<file path="config.mk">
export PLATFORM = sky130hd
export DESIGN_NAME = fm_kon_top
export DESIGN_NICKNAME = d
export VERILOG_FILES = /design/src/fm_cfg_pkg.sv /design/src/fm_types_pkg.sv /design/src/fm_kon_if.sv /design/src/fm_kon_top.sv /design/src/fm_kon.sv /design/src/fm_timer_a.sv /design/src/fm_reg_decode.sv /design/src/fm_slot_seq.sv
export SDC_FILE = /design/constraint.sdc
export NUM_CORES = 1
export LEC_CHECK = 0
export ABC_AREA = 1
export BUFFER_PORTS_ARGS = -buffer_cell sky130_fd_sc_hd__buf_2
export CAP_MARGIN = 30
export CORE_MARGIN = 8
export CORE_UTILIZATION = 47
export CTS_CLUSTER_SIZE = 10
export DETAILED_ROUTE_END_ITERATION = 7
export GPL_TIMING_DRIVEN = 1
export PLACE_DENSITY_LB_ADDON = 0.25
export SLEW_MARGIN = 5
export SYNTH_ARGS = -nofsm -noshare
export SYNTH_HDL_FRONTEND = slang
export SYNTH_SLANG_ARGS = --single-unit
</file>
<file path="constraint.sdc">
create_clock -name clk -period 2.24 [get_ports clk]
set_clock_uncertainty 0.1 [all_clocks]
set_input_delay 0.224 -clock clk [delete_from_list [all_inputs] [get_ports clk]]
set_output_delay 0.224 -clock clk [all_outputs]
set_load 0.01 [all_outputs]
</file>
<file path="src/fm_cfg_pkg.sv">
`default_nettype none

package fm_cfg_pkg;

    // Slot layout of one sample round
    localparam int num_ch   = 6;                  // Channels per chip
    localparam int num_op   = 4;                  // Operators per channel
    localparam int num_slot = num_ch * num_op;    // One operator slot per clock

    // Timer A
    localparam int timer_a_w = 10;                // Period and counter width

    // Host register map
    localparam logic [7:0] addr_ta_hi = 8'h24;    // Timer A bits 9:2
    localparam logic [7:0] addr_ta_lo = 8'h25;    // Timer A bits 1:0
    localparam logic [7:0] addr_mode  = 8'h27;    // Mode, timer enable, flag clear
    localparam logic [7:0] addr_kon   = 8'h28;    // Key-on, channel code and mask

    // Mode field of addr_mode, bits 7:6
    localparam logic [1:0] mode_csm = 2'b10;      // Composite sine mode

endpackage

`default_nettype wire
</file>
<file path="src/fm_types_pkg.sv">
`default_nettype none

package fm_types_pkg;

    // Operator index within a channel, 0 is S1
    typedef logic [$clog2(fm_cfg_pkg::num_op)-1:0] op_idx_t;

    // Channel index 0 to 5, after chip code mapping
    typedef logic [$clog2(fm_cfg_pkg::num_ch)-1:0] ch_idx_t;

    // Key-on mask of one channel
    // Bit 0 is S1, bit 3 is S4
    typedef logic [fm_cfg_pkg::num_op-1:0] op_mask_t;

endpackage

`default_nettype wire

</file>
<file path="src/fm_kon_if.sv">
`timescale 1ns/1ps
`default_nettype none

interface fm_kon_if;

    logic                  valid;    // Request present
    logic                  ready;    // Ring has no pending request
    fm_types_pkg::ch_idx_t ch;       // Target channel
    fm_types_pkg::op_mask_t op_mask; // New key-on bits, S1 in bit 0

    modport src (
        output valid, ch, op_mask,
        input  ready
    );

    modport dst (
        input  valid, ch, op_mask,
        output ready
    );

endinterface

`default_nettype wire

</file>
<file path="src/fm_kon_top.sv">
`timescale 1ns/1ps
`default_nettype none

module fm_kon_top (
    input  logic                  clk,
    input  logic                  rst,
    input  logic                  wr_valid,
    input  logic [7:0]            wr_addr,
    input  logic [7:0]            wr_data,
    output logic                  wr_ready,
    output logic                  key_on,
    output fm_types_pkg::op_idx_t slot_op,
    output fm_types_pkg::ch_idx_t slot_ch,
    output logic                  timer_flag
);

    fm_types_pkg::op_idx_t            next_op;
    fm_types_pkg::ch_idx_t            next_ch;
    logic                             round_end;
    logic [fm_cfg_pkg::timer_a_w-1:0] ta_period;
    logic                             ta_enable;
    logic                             flag_clr;
    logic                             csm;
    logic                             ovf;

    fm_kon_if kon_if ();    // Decoder to ring request

    fm_slot_seq u_seq (
        .clk       (clk),
        .rst       (rst),
        .next_op   (next_op),
        .next_ch   (next_ch),
        .round_end (round_end)
    );

    fm_reg_decode u_dec (
        .clk       (clk),
        .rst       (rst),
        .wr_valid  (wr_valid),
        .wr_addr   (wr_addr),
        .wr_data   (wr_data),
        .wr_ready  (wr_ready),
        .kon       (kon_if.src),
        .ta_period (ta_period),
        .ta_enable (ta_enable),
        .flag_clr  (flag_clr),
        .csm       (csm)
    );

    fm_timer_a u_timer (
        .clk        (clk),
        .rst        (rst),
        .round_end  (round_end),
        .ta_period  (ta_period),
        .ta_enable  (ta_enable),
        .flag_clr   (flag_clr),
        .ovf        (ovf),
        .timer_flag (timer_flag)
    );

    fm_kon u_kon (
        .clk     (clk),
        .rst     (rst),
        .kon     (kon_if.dst),
        .next_op (next_op),
        .next_ch (next_ch),
        .csm     (csm),
        .ovf     (ovf),
        .key_on  (key_on),
        .slot_op (slot_op),
        .slot_ch (slot_ch)
    );

endmodule

`default_nettype wire

</file>
<file path="src/fm_kon.sv">
`timescale 1ns/1ps
`default_nettype none

module fm_kon (
    input  logic                  clk,
    input  logic                  rst,
    fm_kon_if.dst                 kon,
    input  fm_types_pkg::op_idx_t next_op,
    input  fm_types_pkg::ch_idx_t next_ch,
    input  logic                  csm,
    input  logic                  ovf,
    output logic                  key_on,
    output fm_types_pkg::op_idx_t slot_op,
    output fm_types_pkg::ch_idx_t slot_ch
);

    logic [fm_cfg_pkg::num_slot-1:0] ring_q;    // One bit per slot, circulating
    logic [fm_cfg_pkg::num_slot-1:0] ring_d;
    logic                            ring_out;  // Bit of the current slot
    logic                            pend_q;    // Request waiting for its slot
    fm_types_pkg::ch_idx_t           req_ch_q;
    fm_types_pkg::op_mask_t          req_mask_q;
    logic                            load;
    logic                            ovf_hold_q;  // CSM key-on window
    fm_types_pkg::op_idx_t           ovf_op_q;    // Slot the overflow arrived on
    fm_types_pkg::ch_idx_t           ovf_ch_q;
    logic                            csm_on;

    assign kon.ready = !pend_q;
    assign ring_out  = ring_q[fm_cfg_pkg::num_slot-1];

    // S4 slot of the requested channel
    assign load = pend_q
               && next_op == fm_types_pkg::op_idx_t'(fm_cfg_pkg::num_op - 1)
               && next_ch == req_ch_q;

    // At S4 of a channel its S3, S2, S1 bits sit 6, 12 and 18 places up the ring
    always_comb begin
        ring_d = {ring_q[fm_cfg_pkg::num_slot-2:0], ring_out};
        if (load) begin
            for (int i = 0; i < fm_cfg_pkg::num_op; i++)
                ring_d[i*fm_cfg_pkg::num_ch] = req_mask_q[fm_cfg_pkg::num_op-1-i];
        end
    end

    always_ff @(posedge clk) begin
        if (rst)
            ring_q <= '0;
        else
            ring_q <= ring_d;
    end

    always_ff @(posedge clk) begin
        if (rst)
            pend_q <= 1'b0;
        else if (kon.valid && kon.ready)
            pend_q <= 1'b1;                     // Take request
        else if (load)
            pend_q <= 1'b0;                     // Written into ring
    end

    always_ff @(posedge clk) begin
        if (kon.valid && kon.ready) begin
            req_ch_q   <= kon.ch;
            req_mask_q <= kon.op_mask;
        end
    end

    // Stretch a CSM overflow over one full round
    always_ff @(posedge clk) begin
        if (rst)
            ovf_hold_q <= 1'b0;
        else if (ovf && csm)
            ovf_hold_q <= 1'b1;
        else if (next_op == ovf_op_q && next_ch == ovf_ch_q)
            ovf_hold_q <= 1'b0;                 // Back at the arrival slot
    end

    always_ff @(posedge clk) begin
        if (ovf && csm) begin
            ovf_op_q <= next_op;
            ovf_ch_q <= next_ch;
        end
    end

    assign csm_on = ovf_hold_q && next_ch == fm_types_pkg::ch_idx_t'(2);  // CSM channel

    always_ff @(posedge clk) begin
        if (rst) begin
            key_on  <= 1'b0;
            slot_op <= '0;
            slot_ch <= '0;
        end else begin
            key_on  <= ring_out || csm_on;      // Forced on, ring untouched
            slot_op <= next_op;
            slot_ch <= next_ch;
        end
    end

    // A loaded S4 bit comes round again with its own slot
    a_load_s4: assert property (@(posedge clk) disable iff (rst)
        load |-> ##(fm_cfg_pkg::num_slot)
            (next_op == $past(next_op, fm_cfg_pkg::num_slot)
             && next_ch == $past(next_ch, fm_cfg_pkg::num_slot)
             && ring_out == $past(req_mask_q[fm_cfg_pkg::num_op-1], fm_cfg_pkg::num_slot)));

endmodule

`default_nettype wire

</file>
<file path="src/fm_timer_a.sv">
`timescale 1ns/1ps
`default_nettype none

module fm_timer_a (
    input  logic                             clk,
    input  logic                             rst,
    input  logic                             round_end,
    input  logic [fm_cfg_pkg::timer_a_w-1:0] ta_period,
    input  logic                             ta_enable,
    input  logic                             flag_clr,
    output logic                             ovf,
    output logic                             timer_flag
);

    logic [fm_cfg_pkg::timer_a_w-1:0] cnt_q;   // Counts up towards all ones

    // Overflow on the round end where the counter sits at its top
    assign ovf = ta_enable && round_end && (cnt_q == '1);

    always_ff @(posedge clk) begin
        if (rst) begin
            cnt_q <= '0;
        end else if (!ta_enable) begin
            cnt_q <= ta_period;                 // Preload while stopped
        end else if (ovf) begin
            cnt_q <= ta_period;                 // Reload
        end else if (round_end) begin
            cnt_q <= cnt_q + 1'b1;              // One step per round
        end
    end

    always_ff @(posedge clk) begin
        if (rst)
            timer_flag <= 1'b0;
        else if (ovf)
            timer_flag <= 1'b1;                 // Set beats clear
        else if (flag_clr)
            timer_flag <= 1'b0;
    end

    // At most one overflow per round
    a_ovf_round: assert property (@(posedge clk) disable iff (rst)
        ovf |=> !ovf [*(fm_cfg_pkg::num_slot-1)]);

endmodule

`default_nettype wire

</file>
<file path="src/fm_reg_decode.sv">
`timescale 1ns/1ps
`default_nettype none

module fm_reg_decode (
    input  logic                                clk,
    input  logic                                rst,
    input  logic                                wr_valid,
    input  logic [7:0]                          wr_addr,
    input  logic [7:0]                          wr_data,
    output logic                                wr_ready,
    fm_kon_if.src                               kon,
    output logic [fm_cfg_pkg::timer_a_w-1:0]    ta_period,
    output logic                                ta_enable,
    output logic                                flag_clr,
    output logic                                csm
);

    logic                   up_q;       // Out of reset for a full clock
    logic                   kv_q;       // Key-on request waiting for ring
    logic                   wr_fire;
    logic [1:0]             mode_q;
    logic [2:0]             code;       // Chip channel code
    logic                   code_ok;
    fm_types_pkg::ch_idx_t  code_ch;
    fm_types_pkg::ch_idx_t  req_ch_q;
    fm_types_pkg::op_mask_t req_mask_q;

    assign wr_ready = up_q && !kv_q;              // Stall behind a waiting key-on
    assign wr_fire  = wr_valid && wr_ready;

    // Codes 0-2 are channels 0-2, codes 4-6 are channels 3-5
    assign code    = wr_data[2:0];
    assign code_ok = code[1:0] != 2'd3;           // 3 and 7 name no channel
    assign code_ch = code[2] ? {1'b0, code[1:0]} + 3'd3 : {1'b0, code[1:0]};

    always_ff @(posedge clk) begin
        if (rst) begin
            up_q      <= 1'b0;
            kv_q      <= 1'b0;
            ta_period <= '0;
            ta_enable <= 1'b0;
            flag_clr  <= 1'b0;
            mode_q    <= 2'b00;
        end else begin
            up_q     <= 1'b1;
            flag_clr <= 1'b0;                     // Single clock pulse
            if (kv_q && kon.ready)
                kv_q <= 1'b0;                     // Ring took it
            if (wr_fire) begin
                case (wr_addr)
                    fm_cfg_pkg::addr_kon:   if (code_ok) kv_q <= 1'b1;
                    fm_cfg_pkg::addr_ta_hi: ta_period[fm_cfg_pkg::timer_a_w-1:2] <= wr_data;
                    fm_cfg_pkg::addr_ta_lo: ta_period[1:0] <= wr_data[1:0];
                    fm_cfg_pkg::addr_mode: begin
                        ta_enable <= wr_data[0];
                        flag_clr  <= wr_data[4];
                        mode_q    <= wr_data[7:6];
                    end
                    default: ;                    // Unused address
                endcase
            end
        end
    end

    // Request payload, only loaded while no request waits
    always_ff @(posedge clk) begin
        if (wr_fire && wr_addr == fm_cfg_pkg::addr_kon) begin
            req_ch_q   <= code_ch;
            req_mask_q <= wr_data[7:4];           // S4 down to S1
        end
    end

    assign kon.valid   = kv_q;
    assign kon.ch      = req_ch_q;
    assign kon.op_mask = req_mask_q;
    assign csm         = mode_q == fm_cfg_pkg::mode_csm;

    a_kon_stable: assert property (@(posedge clk) disable iff (rst)
        kon.valid && !kon.ready |=> kon.valid && $stable(kon.ch) && $stable(kon.op_mask));

endmodule

`default_nettype wire

</file>
<file path="src/fm_slot_seq.sv">
`timescale 1ns/1ps
`default_nettype none

module fm_slot_seq (
    input  logic                  clk,
    input  logic                  rst,
    output fm_types_pkg::op_idx_t next_op,
    output fm_types_pkg::ch_idx_t next_ch,
    output logic                  round_end
);

    fm_types_pkg::op_idx_t op_q;    // Outer count
    fm_types_pkg::ch_idx_t ch_q;    // Inner count
    logic                  ch_last;
    logic                  op_last;

    assign ch_last = ch_q == fm_types_pkg::ch_idx_t'(fm_cfg_pkg::num_ch - 1);
    assign op_last = op_q == fm_types_pkg::op_idx_t'(fm_cfg_pkg::num_op - 1);

    always_ff @(posedge clk) begin
        if (rst) begin
            op_q <= '0;
            ch_q <= '0;
        end else if (ch_last) begin
            ch_q <= '0;                                   // Wrap channel
            op_q <= op_last ? '0 : op_q + 1'b1;           // Next operator row
        end else begin
            ch_q <= ch_q + 1'b1;
        end
    end

    assign next_op   = op_q;
    assign next_ch   = ch_q;
    assign round_end = op_last && ch_last;    // Slot S4 of channel 5

endmodule

`default_nettype wire

</file>
==> summary.md, run 1 <==
| Metric | Value |
|---|---|
| DRC errors left | 0 |
| Status | finished, final reports clean |
| H-tree depth | 3 |
| Vias/cell | 4.71 |
| Initial antenna violation count | 0 |
| First-pass GRT wire length | 11.1 mm |
| CP arrival | 1.83 ns |
| Clock latency on the worst-skew pair | 0.36 ns |
| Commonest non-fill, non-tap cell in the layout | dfxtp_1 |
| Die area | 10200 sq um |
| Yosys reg bits | 83 |
| Critical Path RT | 2.14 ns |
| Routed Antenna Nets | 0 |
| Clock transition at path regs | 0.08 ns |
| DP Wirelength | 4.67 mm |
| RSZ-0062 raised after global routing | false |
| Util after Layout | 0.537 |
| Fin crit share | 0.859 |
| DR pass1 iterations | 4 |
| Worst setup SP type | flop |
| Leakage | 0.00153 uW |
| Crit path capture | u_kon.ovf_ch_q[1]$_DFFE_PP_ |
| Core area | 7100 sq um |
| Share of cells above drive strength 1 | 0.146 |
| Slew Limit Fails | 0 |
| WL final | 6.48 mm |
| Final setup TNS | 0 ns |
| Clock sinks | 83 |
| R2R Setup Slk | 0.32 ns |
| Start of the worst register-to-register path | u_seq.next_ch[0]$_SDFF_PP0_ |
| Register area share after synthesis | 0.549 |
| Setup-failing EPs final | 0 |
| Period minus WS final | 1.92 ns |
| Post-Place Cells | 505 |
| Sequential fraction of design power | 0.565 |
| Via Count | 2471 |
| Die height | 101 um |
| Rel. slew slack | 0.659 |
| Worst hold path type | in2reg |
| Routability Congestion | 0.836 |
| WHS | 0.0175 ns |
| Iter 0 DRT Violations | 118 |
| Layout Nets | 447 |
| # port buffers | 26 |
| Grt total ovfl | 0 |
| CTS tree | done |
| CTS Buf Count | 9 |
| Cells after synthesis | 389 |
| Root Buffer | clkbuf_8 |
| Synth cell types | 37 |
| Met3 wire length | 353 um |
| Number of fill cells | 669 |
| Met1 WL | 2.95 mm |
| Layout overhead on the synthesized area | 13.0% |
| Ys Warns | 0 |
| Power share of the clock group | 0.394 |
| Sw Ratio | 0.233 |
| Fin. Hold Viols | 0 |
| Switching pwr | 639 uW |
| Largest net degree at the start of global routing | 35 |
| Initial Util | 0.476 |
| Pwr Density | 720 nW/um^2 |
| Final non-filler cell total | 525 |
| Uppermost routed layer | met4 |
| Comb pwr share | 0.041 |
| WL/cell | 12.3 um |
| Worst-margin pin slew | 0.510 ns |
| Die width | 101 um |
| I/O pin count | 27 |
| N_diodes | 0 |
| CTS max path bufs | 2 |
| Max-capacitance violation count | 0 |
| Worst setup EP type | flop |
| Worst R2R Path Depth | 5 |
| Commonest cells after routing, fill and taps aside | dfxtp_1 (64), inv_1 (59), nand2_1 (59), nor2_1 (58), a21oi_1 (28) |
| Achievable Freq | 0.520 GHz |
| Post-synthesis cell area | 3380 sq um |
| Kind of critical path | reg2reg |
| Worst-path fanout max | 6 |
| CP Launch Point | u_seq.next_ch[0]$_SDFF_PP0_ |
| Met2 wire len | 3.04 mm |
| Number of global-route vias before repair | 2435 |
| Synth Net Count | 415 |
| Gr usage total | 0.141 |
| Mapped Avg Cell Area | 8.68 sq um |
| Reg-to-Reg End | u_kon.ovf_ch_q[1]$_DFFE_PP_ |
| FP Rows | 31 |
| Int Pwr | 2110 uW |
| VDD IR max | 0.000347 V |
| Post-CTS resize count | 0 |
[worst max-delay path, stage by stage, from the launching register on]
cell and delay (ns):
dfxtp_1 0.46, ha_1 0.26, nand3_4 0.11, nor2_4 0.15, nand3_4 0.12, nor3_2 0.38
[per-stage QoR]
| stage | power [uW] | worst slack (ns) | area (sq um) |
|---|---|---|---|
| floorplan | 1650 | 0.351 | 3380 |
| global placement | 1690 | 0.357 | 3580 |
| detailed placement | 1690 | 0.324 | 3580 |
| CTS | 2770 | 0.310 | 3810 |
| global route | 2850 | 0.195 | 3810 |
| finish | 2750 | 0.316 | 3810 |
[per-layer routing]
layer  up-vias  GRT usage
met2        55      0.225
li1       1287          -
met4         0     0.0581
met3        13     0.0511
met1      1116      0.166
met5         -          0
[cells by family (layout without fill, tap and decap cells)]
family,count (synthesis),count (layout),synth area share
xor gates and xnor gates,7,7,0.0182
adders and majority gates,7,7,0.0259
DFF,83,83,0.549
and+or+nand+nor,160,160,0.223
AOI/OAI and AO/OA,59,59,0.0927
buffers and inverters,73,110,0.0915
[power by group through the flow]
| stage | logic [uW] | registers (uW) | clock network [uW] |
|---|---|---|---|
| floorplan | 69.5 | 1580 | 0 |
| global route | 129 | 1550 | 1170 |
| global placement | 107 | 1580 | 0 |
| CTS | 115 | 1550 | 1110 |
| detailed placement | 109 | 1590 | 0 |
| finish | 114 | 1550 | 1080 |
[how the worst min path moves through the flow]
stage / start / end / slack [ns] / cells past startpoint
final: wr_data[3] / u_dec.ta_period[5]$_SDFFE_PP0P_ / 0.02 / 3
after global routing: wr_data[3] / u_dec.ta_period[5]$_SDFFE_PP0P_ / 0.01 / 3
after CTS: wr_data[3] / u_dec.ta_period[5]$_SDFFE_PP0P_ / 0.002 / 3
after detailed placement: u_kon.ring_q[0]$_SDFF_PP0_ / u_kon.ring_q[1]$_SDFF_PP0_ / 0.29 / 2
after global placement: u_kon.ring_q[14]$_SDFF_PP0_ / u_kon.ring_q[15]$_SDFF_PP0_ / 0.29 / 2
after floorplan: wr_data[4] / u_dec.kon.op_mask[0]$_DFFE_PP_ / 0.22 / 0
[synth_stat cells]
cell	n	area [sq um]
dfxtp_1	64	1280
inv_1	59	221
nand2_1	59	221
nor2_1	58	218
a21oi_1	28	140
o21ai_0	23	115
edfxtp_1	19	571
nand3_1	12	60.1
ha_1	7	87.6
nand3b_1	7	52.6
buf_2	4	20.0
clkbuf_1	4	15.0
nand4_1	4	25.0
nor3_1	4	20.0
xor2_1	4	35.0
nor2_4	3	33.8
o21bai_1	3	22.5
xnor2_1	3	26.3
buf_6	2	22.5
nand2_2	2	12.5
nand3_2	2	20.0
nand3_4	2	35.0
nor2_2	2	12.5
a211oi_1	1	7.51
a21oi_2	1	8.76
a31oi_1	1	6.26
and2_4	1	8.76
buf_1	1	3.75
buf_4	1	7.51
buf_8	1	15.0
inv_2	1	3.75
nand2_4	1	11.3
nor3_2	1	10.0
o211ai_1	1	7.51
o21ai_1	1	5.00
or2_1	1	6.26
or2_2	1	6.26
[area by class of cell]
cell class                 instances  area [sq um]  share of cell area
tap                               99           124              0.0325
clock buffer                       9           124              0.0325
multi-input combinational        233          1210               0.319
inverter                          60           225              0.0591
sequential                        83          1850               0.486
timing repair buffer              34           200              0.0525
clock inverter                     7          73.8              0.0194
[state kept, by name (all words and copies together), names as in the netlist, 2 cells and up]
name               flops
u_dec.mode_q           2
u_kon.ovf_ch_q         3
u_kon.req_mask_q       4
u_dec.ta_period       10
u_kon.ring_q          24
u_kon.slot_ch          3
u_kon.slot_op          2
u_kon.ovf_op_q         2
u_dec.kon.ch           3
u_kon.req_ch_q         3
u_dec.kon.op_mask      4
u_seq.next_op          2
u_seq.next_ch          3
u_timer.cnt_q         10
[timing repair]
action / CTS / global route
buffers inserted: 0 / 0
hold buffers: 4 / 0
hold endpoints to repair: 4 / 0
endpoints found under the setup margin: 0 / 0
No activity file was read; power rests on OpenSTA's default activity.
==> inputs of run 2 (changes only) <==
--- a/config.mk
+++ b/config.mk
@@ -8,7 +8,6 @@
 export ABC_AREA = 1
 export BUFFER_PORTS_ARGS = -buffer_cell sky130_fd_sc_hd__buf_2
 export CAP_MARGIN = 30
-export CORE_MARGIN = 8
 export CORE_UTILIZATION = 47
 export CTS_CLUSTER_SIZE = 10
 export DETAILED_ROUTE_END_ITERATION = 7
==> constraint.sdc (replaced) <==
create_clock -name clk -period 2.24 [get_ports clk]
set_clock_uncertainty 0.1 [all_clocks]
set_input_delay 0.448 -clock clk [delete_from_list [all_inputs] [get_ports clk]]
set_output_delay 0.448 -clock clk [all_outputs]
set_load 0.01 [all_outputs]
==> summary.md, run 2 (synthesized netlist as in run 1, its figures left out) <==
| Metric | Value |
|---|---|
| Status | finished, final reports clean |
| Fin crit share | 0.862 |
| Die area | 7530 sq um |
| Worst setup EP type | flop |
| Iter 0 DRT Violations | 75 |
| I/O pin count | 27 |
| Final non-filler cell total | 518 |
| # port buffers | 26 |
| Worst-margin pin slew | 0.540 ns |
| WL final | 5.98 mm |
| N_diodes | 0 |
| CTS Buf Count | 9 |
| Gr usage total | 0.181 |
| First-pass GRT wire length | 10.1 mm |
| WL/cell | 11.5 um |
| Max-capacitance violation count | 0 |
| Number of fill cells | 668 |
| Area of the multi-input gates | 1210 sq um |
| Root Buffer | clkbuf_8 |
| Largest registers | u_kon.ring_q: 24 flops, u_dec.ta_period: 10 flops, u_timer.cnt_q: 10 flops |
| VDD IR max | 0.000568 V |
| Clock transition at path regs | 0.08 ns |
| Largest net degree at the start of global routing | 35 |
| Kind of critical path | reg2reg |
| DP Wirelength | 4.30 mm |
| Met3 Use GR | 0.0619 |
| Vias/cell | 4.67 |
| CTS max path bufs | 2 |
| Rel. slew slack | 0.639 |
| Critical Path RT | 2.14 ns |
| Pwr Density | 748 nW/um^2 |
| Via Count | 2417 |
| Die height | 86.8 um |
| Most flops, register | u_kon.ring_q |
| GR peak layer | met2 |
| Fin. Hold Viols | 0 |
| Met2 track demand over resource | 0.297 |
| Routed Antenna Nets | 0 |
| Worst-path fanout max | 6 |
| Routing usage on met1 | 0.214 |
| Grt total ovfl | 0 |
| Initial Util | 0.491 |
| H-tree depth | 3 |
| Final setup TNS | 0 ns |
| RSZ-0062 raised after global routing | false |
| Max reg flops | 24 |
| Post-CTS resize count | 0 |
| Initial antenna violation count | 0 |
| Layout overhead on the synthesized area | 12.5% |
| Worst setup SP type | flop |
| Setup-failing EPs final | 0 |
| Layout Nets | 443 |
| CTS tree | done |
| DR pass1 iterations | 4 |
| FP Rows | 30 |
| WHS | 0.209 ns |
| Clock latency on the worst-skew pair | 0.36 ns |
| Post-CTS Setup Bufs | 0 |
| Commonest cells after routing, fill and taps aside | dfxtp_1 (64), inv_1 (59), nand2_1 (59), nor2_1 (58), a21oi_1 (28) |
| Period minus WS final | 1.93 ns |
| Clock sinks | 83 |
| Commonest non-fill, non-tap cell in the layout | dfxtp_1 |
| DRC errors left | 0 |
| Die width | 86.8 um |
| Worst hold path type | in2reg |
| Routability Congestion | 0.809 |
| Core area | 6870 sq um |
| Leakage | 0.00152 uW |
| CP arrival | 1.83 ns |
| Hold buffers post-CTS | 0 |
| Post-Place Cells | 502 |
| Number of global-route vias before repair | 2241 |
| Achievable Freq | 0.518 GHz |
| Share of cells above drive strength 1 | 0.149 |
| Register area | 1850 sq um |
| Slew Limit Fails | 0 |
run 2: cell count changes in the layout (fill, tap and decap cells not counted):
cell           change
clkinv_4           +2
dlygate4sd3_1      -4
bufinv_16          +1
clkinv_1           -1
inv_6              -2
run 2: final cells by class:
| cell class | count | area share |
|---|---|---|
| Sequential cell | 83 | 0.488 |
| Tap cell | 96 | 0.0316 |
| Timing Repair Buffer | 30 | 0.0422 |
| Multi-Input combinational cell | 233 | 0.320 |
| Clock inverter | 7 | 0.0264 |
| Clock buffer | 9 | 0.0326 |
| Inverter | 60 | 0.0593 |
run 2: per-stage QoR:
stage	cell area [sq um]	total power (uW)	worst slack [ns]	util
floorplan	3380	1650	0.314	-
global placement	3570	1690	0.371	0.520
detailed placement	3570	1690	0.314	0.520
global route	3800	2950	0.163	0.553
CTS	3800	2870	0.302	0.553
finish	3800	2840	0.309	0.553
run 2: per-layer routing:
metal / routed length [um] / part of all wire
met1: 2830 / 0.47
met2: 2780 / 0.47
met3: 245 / 0.041
met4: 123 / 0.021
met5: 0 / 0
run 2: worst paths after layout:
path / start / end / slack [ns] / depth (start not counted)
worst min-delay path: wr_data[6] / u_dec.kon.op_mask[2]$_DFFE_PP_ / 0.21 / 1
worst max-delay path: u_timer.cnt_q[0]$_SDFFE_PP0P_ / u_kon.ovf_ch_q[2]$_DFFE_PP_ / 0.31 / 5
worst min register to register: u_kon.ring_q[18]$_SDFF_PP0_ / u_kon.ring_q[19]$_SDFF_PP0_ / 0.30 / 2
worst max register to register: u_timer.cnt_q[0]$_SDFFE_PP0P_ / u_kon.ovf_ch_q[2]$_DFFE_PP_ / 0.31 / 5
run 2: worst max-delay path: stages (launching register included):
cell and delay [ns]:
dfxtp_1 0.42, ha_1 0.28, nand3_2 0.10, inv_1 0.14
nand3_4 0.13, nor3_2 0.40
run 2: power by group:
group	internal [uW]	total, uW	switching [uW]
Combinational	40.1	106	66.4
Sequential	1540	1550	13.2
Clock	637	1180	544
